### config.mk
export PLATFORM = sky130hd
export DESIGN_NAME = alu_exec
export DESIGN_NICKNAME = d
export VERILOG_FILES = /design/src/rtl/ooo_pkg.sv /design/src/rtl/alu_exec.sv
export VERILOG_INCLUDE_DIRS = /design/src /design/src/include
export SDC_FILE = /design/constraint.sdc
export NUM_CORES = 1
export LEC_CHECK = 0
export BUFFER_PORTS_ARGS = -buffer_cell sky130_fd_sc_hd__buf_4
export CAP_MARGIN = 30
export CORE_MARGIN = 4
export CORE_UTILIZATION = 40
export CTS_CLUSTER_SIZE = 24
export DETAILED_ROUTE_END_ITERATION = 10
export PLACE_DENSITY = 0.63
export SLEW_MARGIN = 20
export SYNTH_ARGS = -nofsm -noshare
export SYNTH_HDL_FRONTEND = slang
export SYNTH_SLANG_ARGS = --single-unit
### constraint.sdc
create_clock -name global_bus -period 4.2 [get_ports global_bus]
set_input_delay 0.63 -clock global_bus [delete_from_list [all_inputs] [get_ports global_bus]]
set_output_delay 0.63 -clock global_bus [all_outputs]
set_load 0.02 [all_outputs]
### src/include/ooo_config.svh
`ifndef OOO_CONFIG_SVH
`define OOO_CONFIG_SVH

// --------------------------------------------------
// Datapath
// --------------------------------------------------

// Width of one data word
`define OOO_XLEN 32

// Rename tag width, one tag per physical register
`define OOO_TAG_BITS 6

// --------------------------------------------------
// Scheduling
// --------------------------------------------------

`define OOO_RS_SIZE 8     // Records per reservation station

`define OOO_MUL_STAGES 2  // Multiplier latency in cycles

`endif

### src/rtl/ooo_pkg.sv
`include "ooo_config.svh"

package ooo_pkg;

  typedef logic [`OOO_XLEN-1:0] xlen_t;
  typedef logic [`OOO_TAG_BITS-1:0] rrn_t;
  typedef logic [3:0] func_t;

  // Function codes 0 to 9 map onto these in order
  typedef enum logic [3:0] {
    ADD     = 4'd0,
    SUB     = 4'd1,
    AND     = 4'd2,
    OR      = 4'd3,
    XOR     = 4'd4,
    SLL     = 4'd5,
    SRL     = 4'd6,
    SLT     = 4'd7,
    MUL     = 4'd8,
    MULH    = 4'd9,
    UNKNOWN = 4'd15
  } instr_name_e;

  typedef enum logic {
    ST_ALU,
    ST_MUL
  } st_type_e;

  typedef struct packed {
    logic valid;
    func_t func;
    rrn_t src_1;
    rrn_t src_2;
    rrn_t rrn;
    logic use_imm;
    xlen_t immediate;
    logic tag;  // Speculative
  } issue_slot_t;

  typedef struct packed {
    xlen_t data_1;
    xlen_t data_2;
    rrn_t src_1;
    rrn_t src_2;
    logic valid_1;
    logic valid_2;
    rrn_t rrn;
    logic tag;
    instr_name_e instr_name;
  } station_entry_t;

  typedef struct packed {
    logic valid;
    station_entry_t entry;
  } station_write_t;

  typedef struct packed {
    logic valid;
    xlen_t data_1;
    xlen_t data_2;
    rrn_t rrn;
    logic tag;
    instr_name_e instr_name;
  } feed_t;

  typedef struct packed {
    logic valid;
    rrn_t rrn;
    xlen_t result;
  } cdb_t;

  typedef struct packed {
    logic valid;
    rrn_t rrn;
  } alloc_t;

endpackage

### src/rtl/alu_exec.sv
`timescale 1ns/1ps

module alu_exec (
  input  logic           global_bus,
  input  logic           reset,
  input  logic           delete_tag,
  input  ooo_pkg::feed_t feed,
  output ooo_pkg::cdb_t  result
);

  ooo_pkg::xlen_t value;
  ooo_pkg::cdb_t result_q;
  logic tag_q;

  always_comb begin
    case (feed.instr_name)
      ooo_pkg::ADD: value = feed.data_1 + feed.data_2;
      ooo_pkg::SUB: value = feed.data_1 - feed.data_2;
      ooo_pkg::AND: value = feed.data_1 & feed.data_2;
      ooo_pkg::OR:  value = feed.data_1 | feed.data_2;
      ooo_pkg::XOR: value = feed.data_1 ^ feed.data_2;
      ooo_pkg::SLL: value = feed.data_1 << feed.data_2[4:0];
      ooo_pkg::SRL: value = feed.data_1 >> feed.data_2[4:0];
      ooo_pkg::SLT: value = ooo_pkg::xlen_t'($signed(feed.data_1) < $signed(feed.data_2));
      default:      value = '0;
    endcase
  end

  always_ff @(posedge global_bus) begin
    result_q.rrn    <= feed.rrn;
    result_q.result <= value;
    tag_q           <= feed.tag;
    if (reset) begin
      result_q.valid <= 1'b0;
    end else begin
      result_q.valid <= feed.valid && !(delete_tag && feed.tag);
    end
  end

  // Result register is the last place a squash can reach
  always_comb begin
    result       = result_q;
    result.valid = result_q.valid && !(delete_tag && tag_q);
  end

endmodule

* Word level (Yosys, flattened, before mapping)
Cells that the tools add are included.
Cells by class: add/sub/neg operators 2, bitwise logic cells 3, shift-type cells 2, mux-type cells 1, equal/unequal tests 7, reduce and logical (&&, ||, !) cells 7, $lt $le $gt $ge 1
Operators with widths (count):
- case mux 32 bit (8 select lines) | 1
- adder 32 bit | 1
- AND 32 bit | 1
- less-than comparator 32 bit | 1
- OR 32 bit | 1
- left shift 32 x 5 -> 32 bit | 1
- >> shifter 32 x 5 -> 32 bit | 1
- subtractor 32 bit | 1
- XOR 32 bit | 1
- == test 4 x 3 -> 1 bit, second input constant | 4
- == test 4 x 2 -> 1 bit, second input constant | 2
- == test 4 x 1 -> 1 bit, second input constant | 1
- logical AND 1 bit | 4
- zero test 4 bit | 1
- zero test 1 bit | 2
Word-level totals: flip-flop bits (word level) 40

* Longest topological paths before layout
depth after elaboration 3, gate-level depth with buffers 15, mapped depth without buffers 12

* Worst setup path after synthesis
No wires, ideal clock.
kind input -> register, from in feed[13] in the netlist's numbering, to reg, netlist name result[30], stages 13, setup slack 301 ps, library setup time 122 ps, arrival 3777 ps, cell sequence clkinv_1 > buf_1 > clkbuf_1 > ha_1 > clkinv_1 > a21oi_1 > o41ai_2 > a31oi_4 > o221ai_4 > o21ai_2 > o41ai_2 > a2111oi_1 > a311o_1
Between the ends: cells in the longest elaborated chain, start to end 2
Ends and longest elaborated chain:
- start: declaration | RTL line alu_exec.sv:7 | input ooo_pkg::feed_t feed,
- subtractor 32 bit (tied with other cells) | RTL line alu_exec.sv:18 | ooo_pkg::SUB: value = feed.data_1 - feed.data_2;
- case mux 32 bit (8 select lines) * | RTL line alu_exec.sv:16 | case (feed.instr_name)
- net value[30] | RTL line alu_exec.sv:11 | ooo_pkg::xlen_t value;
Mark *: on every way through the listed nets, which the timed path passes. The rest lies on a longest branch. A chain may end at the register's enable or synchronous reset.

* Worst setup path in the final report
from in feed[11] in the netlist's numbering, to reg, netlist name result[30]
Between the ends: cells in the longest elaborated chain, start to end 2
Ends and longest elaborated chain (RTL line):
- subtractor 32 bit (tied with other cells) | alu_exec.sv:18
- case mux 32 bit (8 select lines) * | alu_exec.sv:16
- net value[30] | alu_exec.sv:11
Marks and branches as above.

==> flow_summary.toml <==
[global_routing]
grt_overflow_total = 0
grt_max_degree = 55
grt_pass1_vias = 9125
grt_pass1_wl_mm = 57.4
antenna_found_initial = 1
grt_usage_pct = 30.2

[cts]
clockBufferDepth = 2
tritoncts.num_buffers = 5
h-tree-depth = 2
cts_resized = 0
cts.sinks = 40
ctsHoldBuffers = 0
cts.clk_slew.worst_paths_ns = 0.06
cts_tree = "done"
postCtsSetupBuffers = 0
clockRootBuffer = "clkbuf_16"

[power]
seq_power_share_pct = 19.4
pwr-share-clk_pct = 22.5
swShare_pct = 46.9
combPwrFrac_pct = 58.1
power_switching_mw = 1.04
peakVddDrop_uv = 150
power_leakage_nw = 4.41
p_int_mw = 1.18
power.density_mw_per_mm2 = 221

[yosys]
synth_seq_cells = 40
synthMuxAreaShare_pct = 14.5
ys_seq_area_share_pct = 8.83
synth.distinct_cells = 78
synth_xor_area_share_pct = 2.32
synth-main-ff-cell = "dfxtp_1"
synth_top_family_by_area = "compound AO/OA/AOI/OAI gates"
synth_edf_count = 0
syn_nets = 1428
postSynth.asyncResetShare_pct = 0
synthSimpleGateAreaFrac_pct = 16.5
synth_area_leaders = "ha_1 15%, mux4_2 8.9%, dfxtp_1 8.8%, a21oi_1 6.3%, nor2_1 6.2%"
syn_avg_cell_area_um2 = 7.31
synth_fa_ha_area_share_pct = 15.1
synth_cells = 1241
yosys_warnings = 0
synth_top_area_share_pct = 14.6
syn_area_mm2 = 0.00907
synth_compound_area_share_pct = 31.1
synth_area_leader_cell = "ha_1"

[placement]
place.gp.congestion = 0.995
place_area_mm2 = 0.00986
place_ws_ns = 0.325
hpwl_mm = 30.8
port_buffers = 117

[floorplanning]
dieArea_mm2 = 0.0251
io-pin-count = 118
core_mm2 = 0.0220
initial_core_util_pct = 41.2
dieWidth_um = 159
die_h_um = 159
rows = 54

[setup_path]
slowest_stage = "a31oi_1"
cp_cell_sequence = "buf_4 -> ha_1 -> fa_1 -> a21oi_1 -> o211ai_1 -> a21o_1 -> a31oi_1 -> o21ai_2 -> a31oi_1 -> o311a_1 -> a2111oi_1 -> a311o_1"
path_delay_family = "compound AO/OA/AOI/OAI gates"
path_depth = 12
worstSetupPathType = "primary input to flip-flop"
start_kind = "primary input"
worstPathMaxFanout = 12
critPathMostFrequentCell = "a31oi_1"
crit_buf_inv = 1
cpPeakStageDelay_ns = 0.48
worst_ep_required_time_ns = 4.39
worstPathArrival_ns = 3.78
end_kind = "flip-flop"

[sta]
fmax_mhz = 278
setup-tns-final_ns = 0
hold_violations = 0
period_share_pct = 85.7
setup_ws_ns = 0.600
slew_headroom_pct = 33.7
period_needed_ns = 3.60
setup_violations = 0
drv_slew = 0
tightest_slew_ns = 0.994
hold_ws_ns = 0.428
rsz0062_at_grt = "no"

[finish]
fin_area_mm2 = 0.0100
nFillCells = 2266
nNetsFinal = 1457
drive_gt1_share_pct = 16.7
syn_to_final_growth_pct = 10.6

[route]
route.vias.total = 9896
drt_pass1_iterations = 6
wl_met1_mm = 16.1
wl_mm = 38.8
dr_wl_met2_mm = 17.3
wl_per_cell_um = 25.0
drtIter0Drc = 1131
dr_wl_met3_mm = 3.33
top_layer_used = "met5"
via_per_inst = 6.38
ant_nets = 0
drc = 0

[hold_path]
hold_class = "primary input to flip-flop"
hold_depth = 1

[run_status]
status = "completed"

[flow_run]
cap_violations = 0
logic make-up (layout without fill, tap and decap cells):
family / count (synthesis) / in the layout
other cells: 0 / 1
buf+inv: 225 / 255
mux: 86 / 86
fa+ha+maj: 108 / 108
flops: 40 / 40
simple gates: 327 / 327
xor+xnor: 24 / 24
compound gates: 431 / 431
registers in the layout (all words and copies together) (netlist names):
| name | count |
|---|---|
| result_q | 1 |
| tag_q | 1 |
| result | 38 |
synthesized netlist by cell type, types with 22 or more instances:
library cell,number
o211ai_1,24
nand2_1,66
a21oi_1,114
nor2_1,149
nor3_1,23
buf_2,22
ha_1,106
mux2i_1,50
buf_4,47
mux4_2,36
dfxtp_1,40
clkbuf_1,43
inv_1,94
o21ai_0,109
a22oi_1,35
routing by layer:
metal  global-route usage (%)  vias up
met5                        0        -
met4                     14.1        2
met3                     4.40      104
met2                     47.3      551
met1                     40.9     4689
li1                         -     4550
layout by cell type, fill, tap and decap left out, types with 20 or more instances in the layout:
master / Yosys / final
a21oi_1: 114 / 114
a22oi_1: 35 / 35
buf_4: 47 / 149
dfxtp_1: 40 / 40
ha_1: 106 / 106
inv_1: 94 / 94
mux2i_1: 50 / 50
mux4_2: 36 / 36
nand2_1: 66 / 66
nor2_1: 149 / 149
nor3_1: 23 / 22
o211ai_1: 24 / 24
o21ai_0: 109 / 109
xnor2_1: 20 / 20
power groups by stage:
stage / clock, mW / sequential (mW) / combinational [mW]
2_1_floorplan: 0 / 0.434 / 0.857
3_3_place_gp: 0 / 0.440 / 1.26
3_5_place_dp: 0 / 0.440 / 1.26
4_1_cts: 0.510 / 0.432 / 1.26
5_1_grt: 0.518 / 0.435 / 1.38
6_report: 0.498 / 0.431 / 1.29
final cells by class:
cell class	instances	area, um2	area share, %
diodes	1	2.50	0.0250
clock buffers	6	129	1.29
multi-input cells	976	7220	72.0
clock inverters	2	35.0	0.349
inverters	98	368	3.67
flip-flops and latches	40	801	7.99
repair buffers	149	1120	11.2
well taps	280	350	3.49
per-stage QoR:
stage               power, mW  std cells  util [%]
floorplan                1.29       1241         -
global placement         1.70       1543      44.8
detailed placement       1.70       1543      44.8
CTS                      2.20       1551      45.5
global route             2.33       1551      45.5
finish                   2.22       1552      45.5
worst paths after layout:
check / from / to / slack [ns]
worst max-delay path: feed[11] / result[30]$_DFF_P_ / 0.60
worst min-delay path: feed[8] / result[35]$_DFF_P_ / 0.43
Power figures use the tool's default switching activity.
