$ cat src/include/ooo_config.svh
`ifndef OOO_CONFIG_SVH
`define OOO_CONFIG_SVH

// --------------------------------------------------
// Datapath
// --------------------------------------------------

// Width of one data word
`define OOO_XLEN 32

// Rename tag width, one tag per physical register
`define OOO_TAG_BITS 6

// --------------------------------------------------
// Scheduling
// --------------------------------------------------

`define OOO_RS_SIZE 8     // Records per reservation station

`define OOO_MUL_STAGES 2  // Multiplier latency in cycles

`endif

$ cat src/rtl/ooo_pkg.sv
`include "ooo_config.svh"

package ooo_pkg;

  typedef logic [`OOO_XLEN-1:0] xlen_t;
  typedef logic [`OOO_TAG_BITS-1:0] rrn_t;
  typedef logic [3:0] func_t;

  // Function codes 0 to 9 map onto these in order
  typedef enum logic [3:0] {
    ADD     = 4'd0,
    SUB     = 4'd1,
    AND     = 4'd2,
    OR      = 4'd3,
    XOR     = 4'd4,
    SLL     = 4'd5,
    SRL     = 4'd6,
    SLT     = 4'd7,
    MUL     = 4'd8,
    MULH    = 4'd9,
    UNKNOWN = 4'd15
  } instr_name_e;

  typedef enum logic {
    ST_ALU,
    ST_MUL
  } st_type_e;

  typedef struct packed {
    logic valid;
    func_t func;
    rrn_t src_1;
    rrn_t src_2;
    rrn_t rrn;
    logic use_imm;
    xlen_t immediate;
    logic tag;  // Speculative
  } issue_slot_t;

  typedef struct packed {
    xlen_t data_1;
    xlen_t data_2;
    rrn_t src_1;
    rrn_t src_2;
    logic valid_1;
    logic valid_2;
    rrn_t rrn;
    logic tag;
    instr_name_e instr_name;
  } station_entry_t;

  typedef struct packed {
    logic valid;
    station_entry_t entry;
  } station_write_t;

  typedef struct packed {
    logic valid;
    xlen_t data_1;
    xlen_t data_2;
    rrn_t rrn;
    logic tag;
    instr_name_e instr_name;
  } feed_t;

  typedef struct packed {
    logic valid;
    rrn_t rrn;
    xlen_t result;
  } cdb_t;

  typedef struct packed {
    logic valid;
    rrn_t rrn;
  } alloc_t;

endpackage

$ cat src/rtl/mul_exec.sv
`timescale 1ns/1ps
`include "ooo_config.svh"

module mul_exec (
  input  logic           global_bus,
  input  logic           reset,
  input  logic           delete_tag,
  input  ooo_pkg::feed_t feed,
  output ooo_pkg::cdb_t  result
);

  localparam int STAGES = `OOO_MUL_STAGES;
  localparam int XLEN   = `OOO_XLEN;

  typedef struct packed {
    logic tag;
    logic high;  // MULH
    ooo_pkg::rrn_t rrn;
    logic [2*XLEN-1:0] product;
  } mul_stage_t;

  logic [STAGES-1:0] stage_valid;
  mul_stage_t stage [STAGES];
  logic signed [2*XLEN-1:0] product;

  assign product = $signed(feed.data_1) * $signed(feed.data_2);

  always_ff @(posedge global_bus) begin
    stage[0].tag     <= feed.tag;
    stage[0].high    <= feed.instr_name == ooo_pkg::MULH;
    stage[0].rrn     <= feed.rrn;
    stage[0].product <= product;
    for (int s = 1; s < STAGES; s++) begin
      stage[s] <= stage[s-1];
    end
    if (reset) begin
      stage_valid <= '0;
    end else begin
      stage_valid[0] <= feed.valid && !(delete_tag && feed.tag);
      for (int s = 1; s < STAGES; s++) begin
        stage_valid[s] <= stage_valid[s-1] && !(delete_tag && stage[s-1].tag);
      end
    end
  end

  always_comb begin
    result.valid  = stage_valid[STAGES-1] && !(delete_tag && stage[STAGES-1].tag);
    result.rrn    = stage[STAGES-1].rrn;
    result.result = stage[STAGES-1].high ? stage[STAGES-1].product[2*XLEN-1:XLEN] :
                                           stage[STAGES-1].product[XLEN-1:0];
  end

endmodule

$ cat config.mk
export PLATFORM = sky130hd
export DESIGN_NAME = mul_exec
export DESIGN_NICKNAME = d
export VERILOG_FILES = /design/src/rtl/ooo_pkg.sv /design/src/rtl/mul_exec.sv
export VERILOG_INCLUDE_DIRS = /design/src /design/src/include
export SDC_FILE = /design/constraint.sdc
export NUM_CORES = 2
export LEC_CHECK = 0
export ABC_CLOCK_PERIOD_IN_PS = 24200
export BUFFER_PORTS_ARGS = -buffer_cell sky130_fd_sc_hd__buf_4
export CAP_MARGIN = 10
export CORE_UTILIZATION = 70
export CTS_CLUSTER_DIAMETER = 100
export CTS_CLUSTER_SIZE = 16
export DETAILED_ROUTE_END_ITERATION = 8
export PLACE_DENSITY_LB_ADDON = 0.15
export SYNTH_ARGS = -nofsm -noshare
export SYNTH_HDL_FRONTEND = slang
export SYNTH_SLANG_ARGS = --single-unit
$ cat constraint.sdc
create_clock -name global_bus -period 24.2 [get_ports global_bus]
set_input_delay 3.63 -clock global_bus [delete_from_list [all_inputs] [get_ports global_bus]]
set_output_delay 3.63 -clock global_bus [all_outputs]
set_load 0.05 [all_outputs]
# After elaboration in Yosys (flattened, before gate mapping)
# Memory sizes are Yosys's and may differ from the RTL's.
# Cells that the tools add are included.
[op_classes]
n_mul = 1
eq_ne = 1
muxes = 1
n_reduce_logical = 9
[ops]
columns = ["operator", "count"]
rows = [
  ["$mul A32 B32 Y64", 1],
  ["$mux W32", 1],
  ["$logic_and A1 B1 Y1", 6],
  ["$eq A4 B4 Y1 const B", 1],
  ["$logic_not A1 Y1", 3],
]
[totals]
reg_bits = 2
mem_bits_rw = 144
input_bits = 79
wordCells = 14
n_memories = 1
[memory_table]
columns = ["memory", "depth", "width", "read_ports", "rd_clocked_by_memory_dff", "wr", "line", "text"]
rows = [
  ["stage", 2, 72, 2, 0, 2, "mul_exec.sv:23", "mul_stage_t stage [STAGES];"],
]

# Logic depth before layout (Yosys ltp)
[logic_depth]
word_depth = 3
ltp_mapped = 28

# Worst setup path after synthesis
# OpenSTA, ideal clock, no wires.
[synth_timing]
kind = "input to register"
from = "input feed[74] (netlist name)"
to = "memory stage[0][62] (netlist name)"
arrival_ns = 10.824
required_ns = 24.105
setup_slack_ns = 13.281
cell_stages = 28
path_buffers = 2
cell_sequence = "clkbuf_1 -> nand2_1 -> inv_1 -> fa_1 -> inv_1 -> fa_1 -> inv_1 -> fa_1 -> fa_1 -> inv_1 -> fa_1 -> inv_1 -> fa_1 -> inv_1 -> fa_1 -> inv_1 -> fa_1 -> ha_1 -> clkbuf_1 -> a21o_1 -> o21bai_1 -> a41o_1 -> nand3_1 -> a2111oi_0 -> o41ai_2 -> nand3_2 -> nand4_1 -> o311ai_1"
[synth_lines]
columns = ["item", "line", "text"]
rows = [
  ["from (decl)", "mul_exec.sv:8", "input ooo_pkg::feed_t feed,"],
  ["to (decl)", "mul_exec.sv:23", ""],
]

==> summary.txt <==
Cells and area
  – Fill count: 3988
  – FF+latch area: 0.00292 sq mm
  – Synthesis-to-finish area growth: 4.04%
  – Area of the multi-input gates: 0.0321 sq mm
  – Share of cells above drive strength 1: 4.89%
  – Final net count: 5323
  – Diodes inserted: 0

Floorplanning
  – Initial core utilization: 71.2%
  – Die width: 239 microns
  – Core area: 0.0554 sq mm
  – Die H: 239 microns
  – IO Count: 118
  – Rows: 86
  – Full die area: 0.0573 sq mm

Logic synthesis
  – FF+latch count, synth: 146
  – Post-synthesis simple-gate area fraction: 14.8%
  – Post-synth EDFFs: 0
  – Largest family of logic cells by synthesized area: adder cells
  – Register area share after synthesis: 7.41%
  – Synth cell types: 58
  – Mapped Cells: 4059
  – Syn_nets: 5404
  – Synth Flop Type: dfxtp_1
  – Mapped Area: 0.0395 sq mm
  – Main area contributors after synthesis: fa_1 (55%), inv_1 (9.1%), and2_1 (8.2%), dfxtp_1 (7.4%), ha_1 (5.8%)
  – Synth Area in Compound Gates: 3.34%
  – Adder-cell share of the synthesized area: 60.7%
  – Post-synth ARST share: 0%
  – Multiplexer share of the synthesized area: 0.913%
  – Area leader, netlist: fa_1
  – Syn avg cell area: 9.72 sq um
  – Share of the synthesized area in the top cell type: 54.9%
  – YS warnings: 0
  – Synth Area in XOR/XNOR: 1.55%

Timing
  – Final setup vio count: 0
  – Slew HR: 54.5%
  – Fmax achieved: 87.9 MHz
  – Final worst-path cycle share: 47.0%
  – Min cycle time layout: 11.38 ns
  – Setup TNS: 0 ns
  – Slew Limit Fails: 0
  – Layout Skew: 0.0141 ns
  – Slew @ Worst Pin: 0.681 ns
  – RSZ-0062 raised after global routing: false
  – Final number of hold-violating endpoints: 0

Setup path
  – Delay-heaviest family, CP: adder cells
  – RR Startpoint: stage[0][71]
  – Startpoint Class: input pin
  – Reg2reg path depth: 1
  – CP peak stage delay: 0.85 ns
  – WS Path Type: input pin to flip-flop
  – CP max FO: 32
  – Critical Path AT: 11.70 ns
  – Critical path buffer and inverter count: 8
  – Crit end category: flip-flop
  – Flop-to-flop setup slack: 23.57 ns
  – Top cell by count, worst path: fa_1
  – Data required time of the critical path: 24.52 ns
  – Slowest-stage cell, CP: fa_1
  – R2R Path End: stage_valid[1]

Clock tree
  – Clock-pin transition on the worst setup and hold timing paths: 0.07 ns
  – Num CTS Buffers: 17
  – CTS tree: yes
  – Clock sinks: 146
  – Clock Tree Buf Depth: 2
  – Worst-Skew Late Latency: 0.42 ns
  – Root buf cell: clkbuf_16
  – Post-cts resize count: 0
  – Setup repair bufs after CTS: 0
  – Hold-fix buffers, CTS: 0
  – H-Tree Depth: 4

Worst hold path
  – Hold Startpoint: stage[0][0]
  – Hold WC Path Type: flip-flop to flip-flop
  – Worst Hold Path Cells: 0
  – Hold EP: stage[0][72]

Detailed routing
  – Post-detailed-routing wire length: 94.8 mm
  – Via Count: 26800
  – DR WL/cell: 20.0 microns
  – Length of the first detailed-routing pass in iterations: 5
  – Final ANT Viol Nets: 0
  – Remaining DRCs: 0
  – First DRT Iteration DRCs: 1868
  – Avg Vias per Cell: 5.65

Placed design
  – Gpl congestion: 0.931
  – DP Wirelength: 78.0 mm
  – Number of I/O port buffers: 117

GRT
  – Vias in the first global route: 30200
  – Global route overflow: 0
  – Initial antenna violation count: 2
  – First-pass GRT wire length: 158 mm
  – Total Routing Usage GR: 35.9%
  – Largest net degree at the start of global routing: 33

Job
  – Max cap viols: 0

Run status
  – Run status: completed
==> routing by layer <==
layer	share of wire [%]	GRT usage, %	up-vias	routed length, microns
met3	7.4	4.94	242	6970
li1	-	-	11400	-
met4	3.9	12.4	2	3670
met2	51	62.1	1178	48700
met1	37	46.9	13900	35400
met5	0.011	0	-	10
==> how the worst max path moves through the flow <==
stage,from,end,slack (ns),cells after the start
after global routing,feed[74],stage[0][62],12.26,27
after CTS,feed[16],stage[0][62],12.87,27
after global placement,feed[16],stage[0][62],12.69,27
after detailed placement,feed[16],stage[0][62],12.47,27
final,feed[16],stage[0][62],12.82,27
after floorplan,feed[74],stage[0][62],13.28,28
==> registers in the layout, indices dropped and copies added, names as in the netlist <==
signal       cells
stage          144
stage_valid      2
==> cell type report <==
cell class / count / area share [%]
multi-input cells: 2734 / 78.2
inverters: 959 / 8.77
flip-flops and latches: 146 / 7.12
well taps: 748 / 2.28
repair buffers: 120 / 2.19
clock buffers: 17 / 1.04
clock inverters: 15 / 0.442
==> synth_stat cells, drive strengths merged (9+ instances only) <==
cell	n
o21a	9
mux2	32
xor2	17
a21o	31
fa	1082
a31oi	9
nand4	9
a211oi	11
dfxtp	146
nand2	516
o21bai	10
buf	11
nor2b	9
a21oi	61
clkbuf	209
inv	959
xnor2	53
nand2b	15
ha	184
nand3	11
o21ai	38
nor2	65
and2	516
==> cell families after synthesis <==
kind of cell	Yosys count
flops	146
buf+inv	1179
fa+ha+maj	1266
compound gates	201
mux	32
xor+xnor	70
simple gates	1165
==> cells in the final DEF (no fill, tap or decap), types with 3 or more instances in the layout <==
cell,instances
buf_4,120
ha_1,184
a21boi_0,3
nor3_1,6
or3_1,4
o211ai_1,5
clkinv_8,4
dfxtp_1,146
and2_1,516
fa_1,1082
nor2_1,65
a211oi_1,11
mux2_2,32
inv_1,959
nand2b_1,15
nand2_1,516
a21oi_1,60
inv_6,3
nand3_1,10
o21a_1,9
inv_8,5
a31oi_1,9
nand4_1,9
xnor2_1,53
and3_1,6
a21o_1,31
nor2b_1,9
o21bai_1,10
clkbuf_16,17
o21ai_0,35
xor2_1,17
==> through the flow <==
stage / cell area [sq um] / instances / utilization (%) / hold slack, ns / worst slack, ns
after floorplan: 39500 / 4059 / - / 0.310 / 13.28
after global placement: 40500 / 4707 / 73.0 / 0.310 / 12.69
after detailed placement: 40500 / 4707 / 73.0 / 0.312 / 12.47
after CTS: 41100 / 4739 / 74.1 / 0.327 / 12.87
after global routing: 41100 / 4739 / 74.1 / 0.326 / 12.26
final: 41100 / 4739 / 74.1 / 0.325 / 12.82
Power is left out: the tool's default activity adds up to more than one toggle a clock period on the data nets, which glitch-free logic cannot reach.
