### src/include/ooo_config.svh
`ifndef OOO_CONFIG_SVH
`define OOO_CONFIG_SVH

// --------------------------------------------------
// Datapath
// --------------------------------------------------

// Width of one data word
`define OOO_XLEN 32

// Rename tag width, one tag per physical register
`define OOO_TAG_BITS 6

// --------------------------------------------------
// Scheduling
// --------------------------------------------------

`define OOO_RS_SIZE 8     // Records per reservation station

`define OOO_MUL_STAGES 2  // Multiplier latency in cycles

`endif

### src/rtl/ooo_pkg.sv
`include "ooo_config.svh"

package ooo_pkg;

  typedef logic [`OOO_XLEN-1:0] xlen_t;
  typedef logic [`OOO_TAG_BITS-1:0] rrn_t;
  typedef logic [3:0] func_t;

  // Function codes 0 to 9 map onto these in order
  typedef enum logic [3:0] {
    ADD     = 4'd0,
    SUB     = 4'd1,
    AND     = 4'd2,
    OR      = 4'd3,
    XOR     = 4'd4,
    SLL     = 4'd5,
    SRL     = 4'd6,
    SLT     = 4'd7,
    MUL     = 4'd8,
    MULH    = 4'd9,
    UNKNOWN = 4'd15
  } instr_name_e;

  typedef enum logic {
    ST_ALU,
    ST_MUL
  } st_type_e;

  typedef struct packed {
    logic valid;
    func_t func;
    rrn_t src_1;
    rrn_t src_2;
    rrn_t rrn;
    logic use_imm;
    xlen_t immediate;
    logic tag;  // Speculative
  } issue_slot_t;

  typedef struct packed {
    xlen_t data_1;
    xlen_t data_2;
    rrn_t src_1;
    rrn_t src_2;
    logic valid_1;
    logic valid_2;
    rrn_t rrn;
    logic tag;
    instr_name_e instr_name;
  } station_entry_t;

  typedef struct packed {
    logic valid;
    station_entry_t entry;
  } station_write_t;

  typedef struct packed {
    logic valid;
    xlen_t data_1;
    xlen_t data_2;
    rrn_t rrn;
    logic tag;
    instr_name_e instr_name;
  } feed_t;

  typedef struct packed {
    logic valid;
    rrn_t rrn;
    xlen_t result;
  } cdb_t;

  typedef struct packed {
    logic valid;
    rrn_t rrn;
  } alloc_t;

endpackage

### src/rtl/issue_decode.sv
`timescale 1ns/1ps

module issue_decode (
  input  logic                    global_bus,
  input  logic                    reset,
  input  ooo_pkg::issue_slot_t    issue [2],
  input  ooo_pkg::cdb_t           cdb [2],
  output ooo_pkg::rrn_t           rf_rrn [4],
  input  ooo_pkg::xlen_t          rf_data [4],
  input  logic                    rf_ready [4],
  output ooo_pkg::alloc_t         alloc [2],
  output ooo_pkg::station_write_t alu_write [2],
  output ooo_pkg::station_write_t mul_write [2]
);

  ooo_pkg::instr_name_e name [2];
  ooo_pkg::st_type_e st_type [2];
  ooo_pkg::station_entry_t entry [2];
  logic [1:0] keep;

  // CDB value wins over the register file
  function automatic void lookup(
    input  ooo_pkg::rrn_t  src,
    input  ooo_pkg::xlen_t rf_value,
    input  logic           rf_valid,
    input  ooo_pkg::cdb_t  lanes [2],
    output ooo_pkg::xlen_t data,
    output logic           valid
  );
    data  = rf_value;
    valid = rf_valid;
    for (int l = 0; l < 2; l++) begin
      if (lanes[l].valid && lanes[l].rrn == src) begin
        data  = lanes[l].result;
        valid = 1'b1;
      end
    end
  endfunction

  always_comb begin
    for (int s = 0; s < 2; s++) begin
      rf_rrn[2*s]   = issue[s].src_1;
      rf_rrn[2*s+1] = issue[s].src_2;
      if (issue[s].func <= 4'd9) begin
        name[s] = ooo_pkg::instr_name_e'(issue[s].func);
      end else begin
        name[s] = ooo_pkg::UNKNOWN;  // Dropped below
      end
      st_type[s] = (name[s] == ooo_pkg::MUL || name[s] == ooo_pkg::MULH) ?
                   ooo_pkg::ST_MUL : ooo_pkg::ST_ALU;
      keep[s] = issue[s].valid && name[s] != ooo_pkg::UNKNOWN;

      entry[s].src_1      = issue[s].src_1;
      entry[s].src_2      = issue[s].src_2;
      entry[s].rrn        = issue[s].rrn;
      entry[s].tag        = issue[s].tag;
      entry[s].instr_name = name[s];
      lookup(issue[s].src_1, rf_data[2*s], rf_ready[2*s], cdb,
             entry[s].data_1, entry[s].valid_1);
      lookup(issue[s].src_2, rf_data[2*s+1], rf_ready[2*s+1], cdb,
             entry[s].data_2, entry[s].valid_2);
      if (issue[s].use_imm) begin
        entry[s].data_2  = issue[s].immediate;
        entry[s].valid_2 = 1'b1;
      end

      alloc[s].valid = keep[s];
      alloc[s].rrn   = issue[s].rrn;
    end

    // Slot 0 result is not in the register file yet
    if (keep[0] && issue[1].src_1 == issue[0].rrn) begin
      entry[1].valid_1 = 1'b0;
    end
    if (keep[0] && !issue[1].use_imm && issue[1].src_2 == issue[0].rrn) begin
      entry[1].valid_2 = 1'b0;
    end
  end

  always_ff @(posedge global_bus) begin
    for (int s = 0; s < 2; s++) begin
      alu_write[s].entry <= entry[s];
      mul_write[s].entry <= entry[s];
      if (reset) begin
        alu_write[s].valid <= 1'b0;
        mul_write[s].valid <= 1'b0;
      end else begin
        alu_write[s].valid <= keep[s] && st_type[s] == ooo_pkg::ST_ALU;
        mul_write[s].valid <= keep[s] && st_type[s] == ooo_pkg::ST_MUL;
      end
    end
  end

endmodule

### config.mk
export PLATFORM = sky130hd
export DESIGN_NAME = issue_decode
export DESIGN_NICKNAME = d
export VERILOG_FILES = /design/src/rtl/ooo_pkg.sv /design/src/rtl/issue_decode.sv
export VERILOG_INCLUDE_DIRS = /design/src /design/src/include
export SDC_FILE = /design/constraint.sdc
export NUM_CORES = 1
export LEC_CHECK = 0
export ABC_AREA = 1
export BUFFER_PORTS_ARGS = -buffer_cell sky130_fd_sc_hd__buf_2
export CORE_AREA = 2 2 281 283
export DETAILED_ROUTE_END_ITERATION = 6
export DIE_AREA = 0 0 283 285
export GPL_TIMING_DRIVEN = 0
export SYNTH_ARGS = -nofsm -noshare
export SYNTH_HDL_FRONTEND = slang
export SYNTH_SLANG_ARGS = --single-unit
### constraint.sdc
create_clock -name global_bus -period 1.5 [get_ports global_bus]
set_clock_uncertainty 0.1 [all_clocks]
set_input_delay 0.15 -clock global_bus [delete_from_list [all_inputs] [get_ports global_bus]]
set_output_delay 0.15 -clock global_bus [all_outputs]
set_load 0.02 [all_outputs]
## Word-level counts from Yosys, hierarchy flattened

Cells that the tools add are included.

- Bits in registers: 182
- Word-level logic and storage cells: 83

- Order comparisons: 2
- Equal/unequal tests: 16
- Mux-type cells: 19
- Bitwise operators: 2
- Reduce and logical (&&, ||, !) cells: 22

Operators with widths:

| operator | count |
|---|---|
| $mux W32 | 10 |
| $eq A6 B6 Y1 | 10 |
| $logic_and A1 B1 Y1 | 17 |
| $eq A4 B4 Y1 const B | 4 |
| $le A4 B4 Y1 const B | 2 |
| $mux W4 | 2 |
| $ne A4 B4 Y1 const B | 2 |
| $mux W1 | 7 |
| $reduce_or A3 Y1 | 1 |
| $logic_or A1 B1 Y1 | 2 |
| $not A1 Y1 | 2 |
| $reduce_or A2 Y1 | 1 |
| $logic_not A1 Y1 | 1 |

## Logic depth before layout (Yosys ltp)

Gate-level depths: netlist (run 1).

- Depth after elaboration: 7
- Depth in mapped cells: 12
- Gate-level depth less buffers: 11

## Worst setup path after synthesis (run 1)

No wires, ideal clock.

- Path kind: input-to-reg
- Start: in cdb[35] (netlist name)
- End: reg mul_write[116] (netlist name)
- Library setup time: 112 ps
- Arrival time: 1188 ps
- Setup slack: 100 ps
- Stages on the path: 10
- Path through: buf_2 nand2_1 nand2_1 nor3_4 buf_6 nand3_2 nand2_1 inv_1 nand2_1 nand2_1

RTL lines:

| item | line | source |
|---|---|---|
| start, declared | issue_decode.sv:7 | `input ooo_pkg::cdb_t cdb [2],` |
| end, declared | issue_decode.sv:13 | `output ooo_pkg::station_write_t mul_write [2]` |

==> reports/metrics.csv, run 1 <==
stage,metric,value,unit
synthesis,register area share after synthesis,32.7,%
sta,RSZ-0062 raised after global routing,yes,
setup_path,"Req. time, crit path",1830,ps
floorplan,site row count,103,
synthesis,Post-synth ARST share,0,%
floorplan,die width,283,um
synthesis,commonest cells in the synthesized netlist,"nand2_1 (572), buf_4 (217), nand3_1 (207)",
job,max cap viols,0,
clock_network,CTS Buf Count,17,
clock_network,CTS tree,built,
outcome,failing checks,hold timing,
floorplan,boundary pin count,724,
placement,Final Wtd Congestion,0.930,
setup_path,crit-path leading delay family,buffers and inverters,
synthesis,Post-Syn Instances,1682,
floorplan,DIE HEIGHT,285,um
worst_hold_path,hold-critical path depth,3,
clock_network,deepest clock path buffer count,2,
cells_and_area,# fillers,8473,
power,total power draw,16.2,mW
worst_hold_path,Hold Crit Class,input port to flop,
setup_path,"Data arrival, critical path",1810,ps
synthesis,Most used DFF post-synth,dfxtp_1,
setup_path,startpoint types,input port,
power,Clock power frac,33.9,%
worst_hold_path,Hold Path End,mul_write[101]$_SDFF_PP1_,
global_routing,met3 Use GR,4.14,%
sta,"Slew Viols, Final",0,
power,Psw,5.62,mW
setup_path,"Worst Path Class, Setup",input port to flop,
sta,Final Critical Period,1480,ps
cells_and_area,final instance area,20400,um2
placement,Post-Place Worst Slack,-1920,ps
clock_network,clock root cell,clkbuf_16,
power,worst vdd ir,0.804,mV
clock_network,clock sinks,182,
global_routing,first-pass GRT wire length,102,mm
power,Logic pwr share,32.6,%
setup_path,CP max-delay cell,dlygate4sd3_1,
power,Reg power frac,33.5,%
power,sw frac,34.6,%
sta,Final Hold Vio Count,1,
global_routing,vias in the first global route,14800,
cells_and_area,Util after Layout,26.2,%
placement,I/O Buffers,720,
outcome,status,"finished, violations left",
global_routing,total congestion overflow,0,
setup_path,Crit path largest cell delay,580,ps
floorplan,Core Region,78000,um2
route,Post-Route WL,73.2,mm
synthesis,Yosys warnings,0,
route,wire length per cell,19.1,um
setup_path,"critical path, cell by cell","buf_2, inv_1, a21oi_2, inv_1, nand2_1, dlygate4sd3_1, nor3_1, dlygate4sd3_1",
route,DR pass1 iterations,5,
sta,final setup margin,17.8,ps
cells_and_area,share of layout cells above drive strength 1,42.1,%
synthesis,"EDFF count, synth",0,
worst_hold_path,Hold Startpoint,issue[90],
synthesis,top-count cell post-synth,nand2_1,
sta,Slew @ Worst Pin,747,ps
sta,Relative slew margins,50.2,%
synthesis,#FFs+latches synth,182,
sta,final setup vio count,0,
sta,Worst Hold Slack,-1.06,ps
setup_path,"Max FO, Critical Path",3,
synthesis,top cell type's share of synthesized area,32.7,%
cells_and_area,multi-input logic area,4820,um2
route,DR iter-0 viols,875,
synthesis,Syn Area/Cell,6.62,um2
route,Vias,14800,
global_routing,layer with the highest usage,met2,
sta,fmax,675,MHz
route,vias per inst,3.86,
global_routing,largest net degree at the start of global routing,17,
cells_and_area,Layout area overhead,83.2,%
setup_path,WP buf/inv,5,
global_routing,GRT met1 Usage,21.3,%
synthesis,Synth area leader,dfxtp_1,
floorplan,die area,80700,um2
setup_path,Critical Path Sink Type,flop,
route,drt drc,0,
placement,Post-DP Area,16100,um2
synthesis,Post-Syn Area,11100,um2
floorplan,Initial Utilization,14.3,%
route,Routed Antenna Nets,0,
power,P_leak,11.3,nW
clock_network,Clock transition at path regs,80,ps
clock_network,H-tree levels,4,
synthesis,Unique masters post-synth,26,
synthesis,synth top area cells,"dfxtp_1 (33%), nand2_1 (19%), buf_4 (15%), nand3_1 (9.3%), inv_1 (6.8%)",
global_routing,gr usage total,17.6,%
cells_and_area,nets,3086,
power,power per cell area,796,nW/um2
global_routing,met2 usage,30.0,%
global_routing,initial antenna violation count,15,
cells_and_area,Seq. cell area,3660,um2
sta,fin crit share,98.8,%
placement,placed wire-length estimate,58.2,mm
synthesis,net count after synthesis,2008,
power,Internal,10.6,mW
[per-layer routing]
layer,share of wire (%),vias to the layer above
li1,-,7154
met1,42,6813
met2,48,695
met3,6.8,111
met4,3.2,10
met5,0.094,-
[flip-flops by register name, indices dropped and copies added, names as in the netlist]
| signal | count |
|---|---|
| mul_write | 180 |
| alu_write | 2 |
[cells by family (layout without fill, tap and decap cells)]
group | Yosys count | after routing | synth area share, %
AND/OR/NAND/NOR | 921 | 921 | 38.1
AO/OA/AOI/OAI | 53 | 53 | 2.48
flip-flops | 182 | 182 | 32.7
buffers and inverters | 507 | 1597 | 25.3
other | 0 | 8 | 0
XOR/XNOR | 19 | 19 | 1.49
[worst max path at each step]
stage	start	to	slack, ps	cells after the start
floorplan	cdb[35]	mul_write[116]$_DFF_P_	100	10
global placement	issue[46]	mul_write[60]$_DFF_P_	-2230	10
detailed placement	issue[104]	mul_write[150]$_DFF_P_	-1920	8
CTS	mul_write[28]$_DFF_P_	mul_write[28]	3	2
global route	issue[103]	mul_write[150]$_DFF_P_	-20	10
finish	issue[112]	mul_write[179]$_SDFF_PP0_	20	8
[placed cells by master (no fill, tap or decap), drive strengths merged, types with 4 or more instances in the layout]
cell | synthesis | layout
dfxtp | 182 | 182
nand3 | 266 | 266
buf | 270 | 1011
clkbuf | 27 | 49
nor3 | 5 | 5
dlygate4sd3 | 0 | 313
o21ai | 7 | 7
or2 | 4 | 4
o22ai | 7 | 7
nand4 | 37 | 37
nor2 | 34 | 34
nand2 | 574 | 574
a21oi | 38 | 38
xnor2 | 8 | 8
inv | 210 | 211
xor2 | 11 | 11
clkinv | 0 | 4
bufinv | 0 | 6
diode | 0 | 8
[what timing repair did]
action	CTS	global route
endpoints found under the setup margin	144	86
resized for setup	47	30
hold buffers	312	1
pin swaps	12	4
setup buffers	30	3
endpoints found under the hold margin	182	1
[stage by stage]
step	cells	TNS (ps)	hold WS, ps
final	3830	0	-1.06
after global routing	3826	-63.1	46.6
after CTS	3824	0	0.688
after detailed placement	3452	-194610	154
after global placement	3452	-212710	153
after floorplan	1682	0	77.7
[cell type report]
cell class              instances  area share, %
repair buffers               1065           34.7
inverters                     210           3.92
diodes                          8         0.0981
flip-flops and latches        182           17.9
clock buffers                  17           2.08
well taps                    1050           6.44
multi-input cells             993           23.6
plain buffers                 291           10.0
clock inverters                14           1.19
[power by group through the flow]
stage	Clock (mW)	Sequential (mW)	Combinational (mW)
after floorplan	0	5.90	2.07
after global placement	0	5.55	4.44
after detailed placement	0	5.54	4.46
after CTS	5.68	5.44	5.28
after global routing	5.80	5.48	5.65
final	5.50	5.45	5.29
Note: power is estimated with default switching activity, not from simulation.
==> run 2: changes to the inputs <==
- CORE_AREA: 2 2 281 283 -> 2 2 286 288
- DIE_AREA: 0 0 283 285 -> 0 0 288 290
==> reports/metrics.csv, run 2 (synthesis gave the netlist of run 1 again) <==
stage,metric,value,unit,change
cells_and_area,Largest Register,mul_write,,unchanged
floorplan,DIE HEIGHT,290,um,was 285 um
cells_and_area,"commonest non-fill, non-tap cell in the layout",buf_2,,unchanged
setup_path,crit-path leading delay family,buffers and inverters,,unchanged
floorplan,site row count,104,,was 103
floorplan,die area,83500,um2,was 80700 um2
clock_network,clock root cell,clkbuf_16,,unchanged
power,Reg power frac,34.5,%,was 33.5%
power,Logic pwr share,33.7,%,was 32.6%
sta,Worst Hold Slack,2.16,ps,was -1.06 ps
route,vias per inst,3.86,,about the same
cells_and_area,share of layout cells above drive strength 1,42.2,%,was 42.1%
outcome,status,completed,,"was finished, violations left"
sta,Slew @ Worst Pin,1010,ps,was 747 ps
power,Clock power frac,31.8,%,was 33.9%
floorplan,boundary pin count,724,,unchanged
route,Routed Antenna Nets,0,,unchanged
sta,Final Hold Vio Count,0,,was 1
global_routing,first-pass GRT wire length,103,mm,was 102 mm
sta,final setup vio count,0,,unchanged
sta,Final Critical Period,1470,ps,was 1480 ps
floorplan,Core Region,80200,um2,was 78000 um2
setup_path,critical path launch point,issue[110],,was issue[112]
clock_network,CTS Buf Count,17,,unchanged
setup_path,startpoint types,input port,,unchanged
cells_and_area,"leading cell types in the layout, fill and taps excluded","buf_2 (746), nand2_1 (565), dlygate4sd3_1 (313)",,"was buf_2 (746), nand2_1 (566), dlygate4sd3_1 (313)"
cells_and_area,nets,3090,,was 3086
clock_network,Clock transition at path regs,80,ps,about the same
cells_and_area,# fillers,8849,,was 8473
clock_network,deepest clock path buffer count,2,,unchanged
placement,Post-DP Area,16100,um2,about the same
sta,Relative slew margins,33.0,%,was 50.2%
power,Internal,10.2,mW,was 10.6 mW
route,wire length per cell,19.8,um,was 19.1 um
floorplan,Initial Utilization,13.9,%,was 14.3%
clock_network,clock sinks,182,,unchanged
global_routing,total congestion overflow,0,,unchanged
floorplan,die width,288,um,was 283 um
clock_network,CTS tree,built,,unchanged
route,Vias,14900,,was 14.8k
clock_network,H-tree levels,4,,unchanged
cells_and_area,biggest regs,"mul_write: 180 flops, alu_write: 2 flops",,unchanged
cells_and_area,final instance area,20400,um2,about the same
route,drt drc,0,,unchanged
setup_path,WP buf/inv,5,,unchanged
power,P_leak,11.3,nW,about the same
placement,Placed Cells,3463,,was 3452
global_routing,largest net degree at the start of global routing,17,,unchanged
setup_path,Crit path largest cell delay,580,ps,about the same
power,total power draw,15.8,mW,was 16.2 mW
power,sw frac,35.7,%,was 34.6%
setup_path,"critical path, cell by cell","buf_2, inv_1, a21oi_2, inv_1, nand2_1, dlygate4sd3_1, nor3_2, dlygate4sd3_1",,"was buf_2, inv_1, a21oi_2, inv_1, nand2_1, dlygate4sd3_1, nor3_1, dlygate4sd3_1"
sta,"Slew Viols, Final",0,,unchanged
setup_path,"Req. time, crit path",1840,ps,was 1830 ps
setup_path,CP max-delay cell,dlygate4sd3_1,,unchanged
global_routing,vias in the first global route,14600,,was 14.8k
global_routing,initial antenna violation count,15,,unchanged
route,DR iter-0 viols,831,,was 875
setup_path,Worst setup endpoint,mul_write[179]$_SDFF_PP0_,,unchanged
placement,Final Wtd Congestion,0.908,,was 0.930
power,Psw,5.65,mW,was 5.62 mW
power,worst vdd ir,0.851,mV,was 0.804 mV
sta,fmax,681,MHz,was 675 MHz
placement,placed wire-length estimate,60.3,mm,was 58.2 mm
placement,I/O Buffers,720,,unchanged
sta,fin crit share,97.9,%,was 98.8%
job,max cap viols,0,,unchanged
setup_path,stages on the worst setup path,8,,unchanged
global_routing,gr usage total,17.5,%,was 17.6%
setup_path,Critical Path Sink Type,flop,,unchanged
cells_and_area,Layout area overhead,82.9,%,was 83.2%
cells_and_area,max reg flops,180,,unchanged
setup_path,"Worst Path Class, Setup",input port to flop,,unchanged
setup_path,"Data arrival, critical path",1810,ps,about the same
worst_hold_path,hold-critical path depth,5,,was 3
route,DR pass1 iterations,6,,was 5
cells_and_area,Util after Layout,25.4,%,was 26.2%
worst_hold_path,Hold Crit Class,input port to flop,,unchanged
power,power per cell area,776,nW/um2,was 796 nW/um2
route,Post-Route WL,76.2,mm,was 73.2 mm
setup_path,"Max FO, Critical Path",3,,unchanged
cells_and_area,final std cells w/o fill,3845,,was 3830
## run 2: changes by cell type in the layout (fill, tap and decap cells not counted), sizes merged
cell,change
buf,+2
clkinv,-1
inv,-1
bufinv,-3
clkinvlp,+1
clkbuf,+7
## run 2: layer usage
layer,global-route usage (%),wire [um],vias to the layer above
li1,-,-,7159
met1,21.8,32400,6882
met2,29.7,36500,698
met3,3.63,5130,105
met4,6.15,2090,12
met5,0,69,-
## run 2: layout make-up
type / count / area [um2] / area share (%)
multi-input cells: 993 / 4810 / 23.6
clock inverters: 10 / 145 / 0.712
flip-flops and latches: 182 / 3670 / 18.0
repair buffers: 1068 / 7090 / 34.8
plain buffers: 292 / 2060 / 10.1
diodes: 8 / 20.0 / 0.0982
clock buffers: 22 / 454 / 2.23
well taps: 1060 / 1330 / 6.51
inverters: 210 / 800 / 3.92
## run 2: per-stage QoR
stage | setup TNS, ps | setup WS (ps)
CTS | 0 | 3.49
detailed placement | -201010 | -2000
floorplan | 0 | 100
global route | -19.7 | -18.1
global placement | -219500 | -2290
finish | 0 | 32.2
## run 2: worst min-delay path by stage
| stage | from | to | slack (ps) |
|---|---|---|---|
| after global placement | issue[0] | mul_write[4]$_DFF_P_ | 150 |
| after floorplan | issue[96] | mul_write[100]$_DFF_P_ | 80 |
| after detailed placement | issue[0] | mul_write[4]$_DFF_P_ | 160 |
| after global routing | rf_data[11] | mul_write[36]$_DFF_P_ | 40 |
| final | rf_data[0] | mul_write[25]$_DFF_P_ | 2 |
| after CTS | rf_data[11] | mul_write[36]$_DFF_P_ | 7 |
## run 2: what timing repair did
item	in CTS	in global routing
hold buffers	313	0
endpoints found under the setup margin	145	52
gates resized for setup	53	37
setup buffers	34	0
hold endpoints to repair	182	0
pin swaps	13	0
## run 2: power groups by stage
| stage | registers (mW) | clock network (mW) | logic [mW] |
|---|---|---|---|
| 3_5_place_dp | 5.54 | 0 | 4.51 |
| 2_1_floorplan | 5.90 | 0 | 2.07 |
| 5_1_grt | 5.49 | 5.37 | 5.69 |
| 4_1_cts | 5.44 | 5.23 | 5.32 |
| 3_3_place_gp | 5.54 | 0 | 4.49 |
| 6_report | 5.45 | 5.02 | 5.33 |
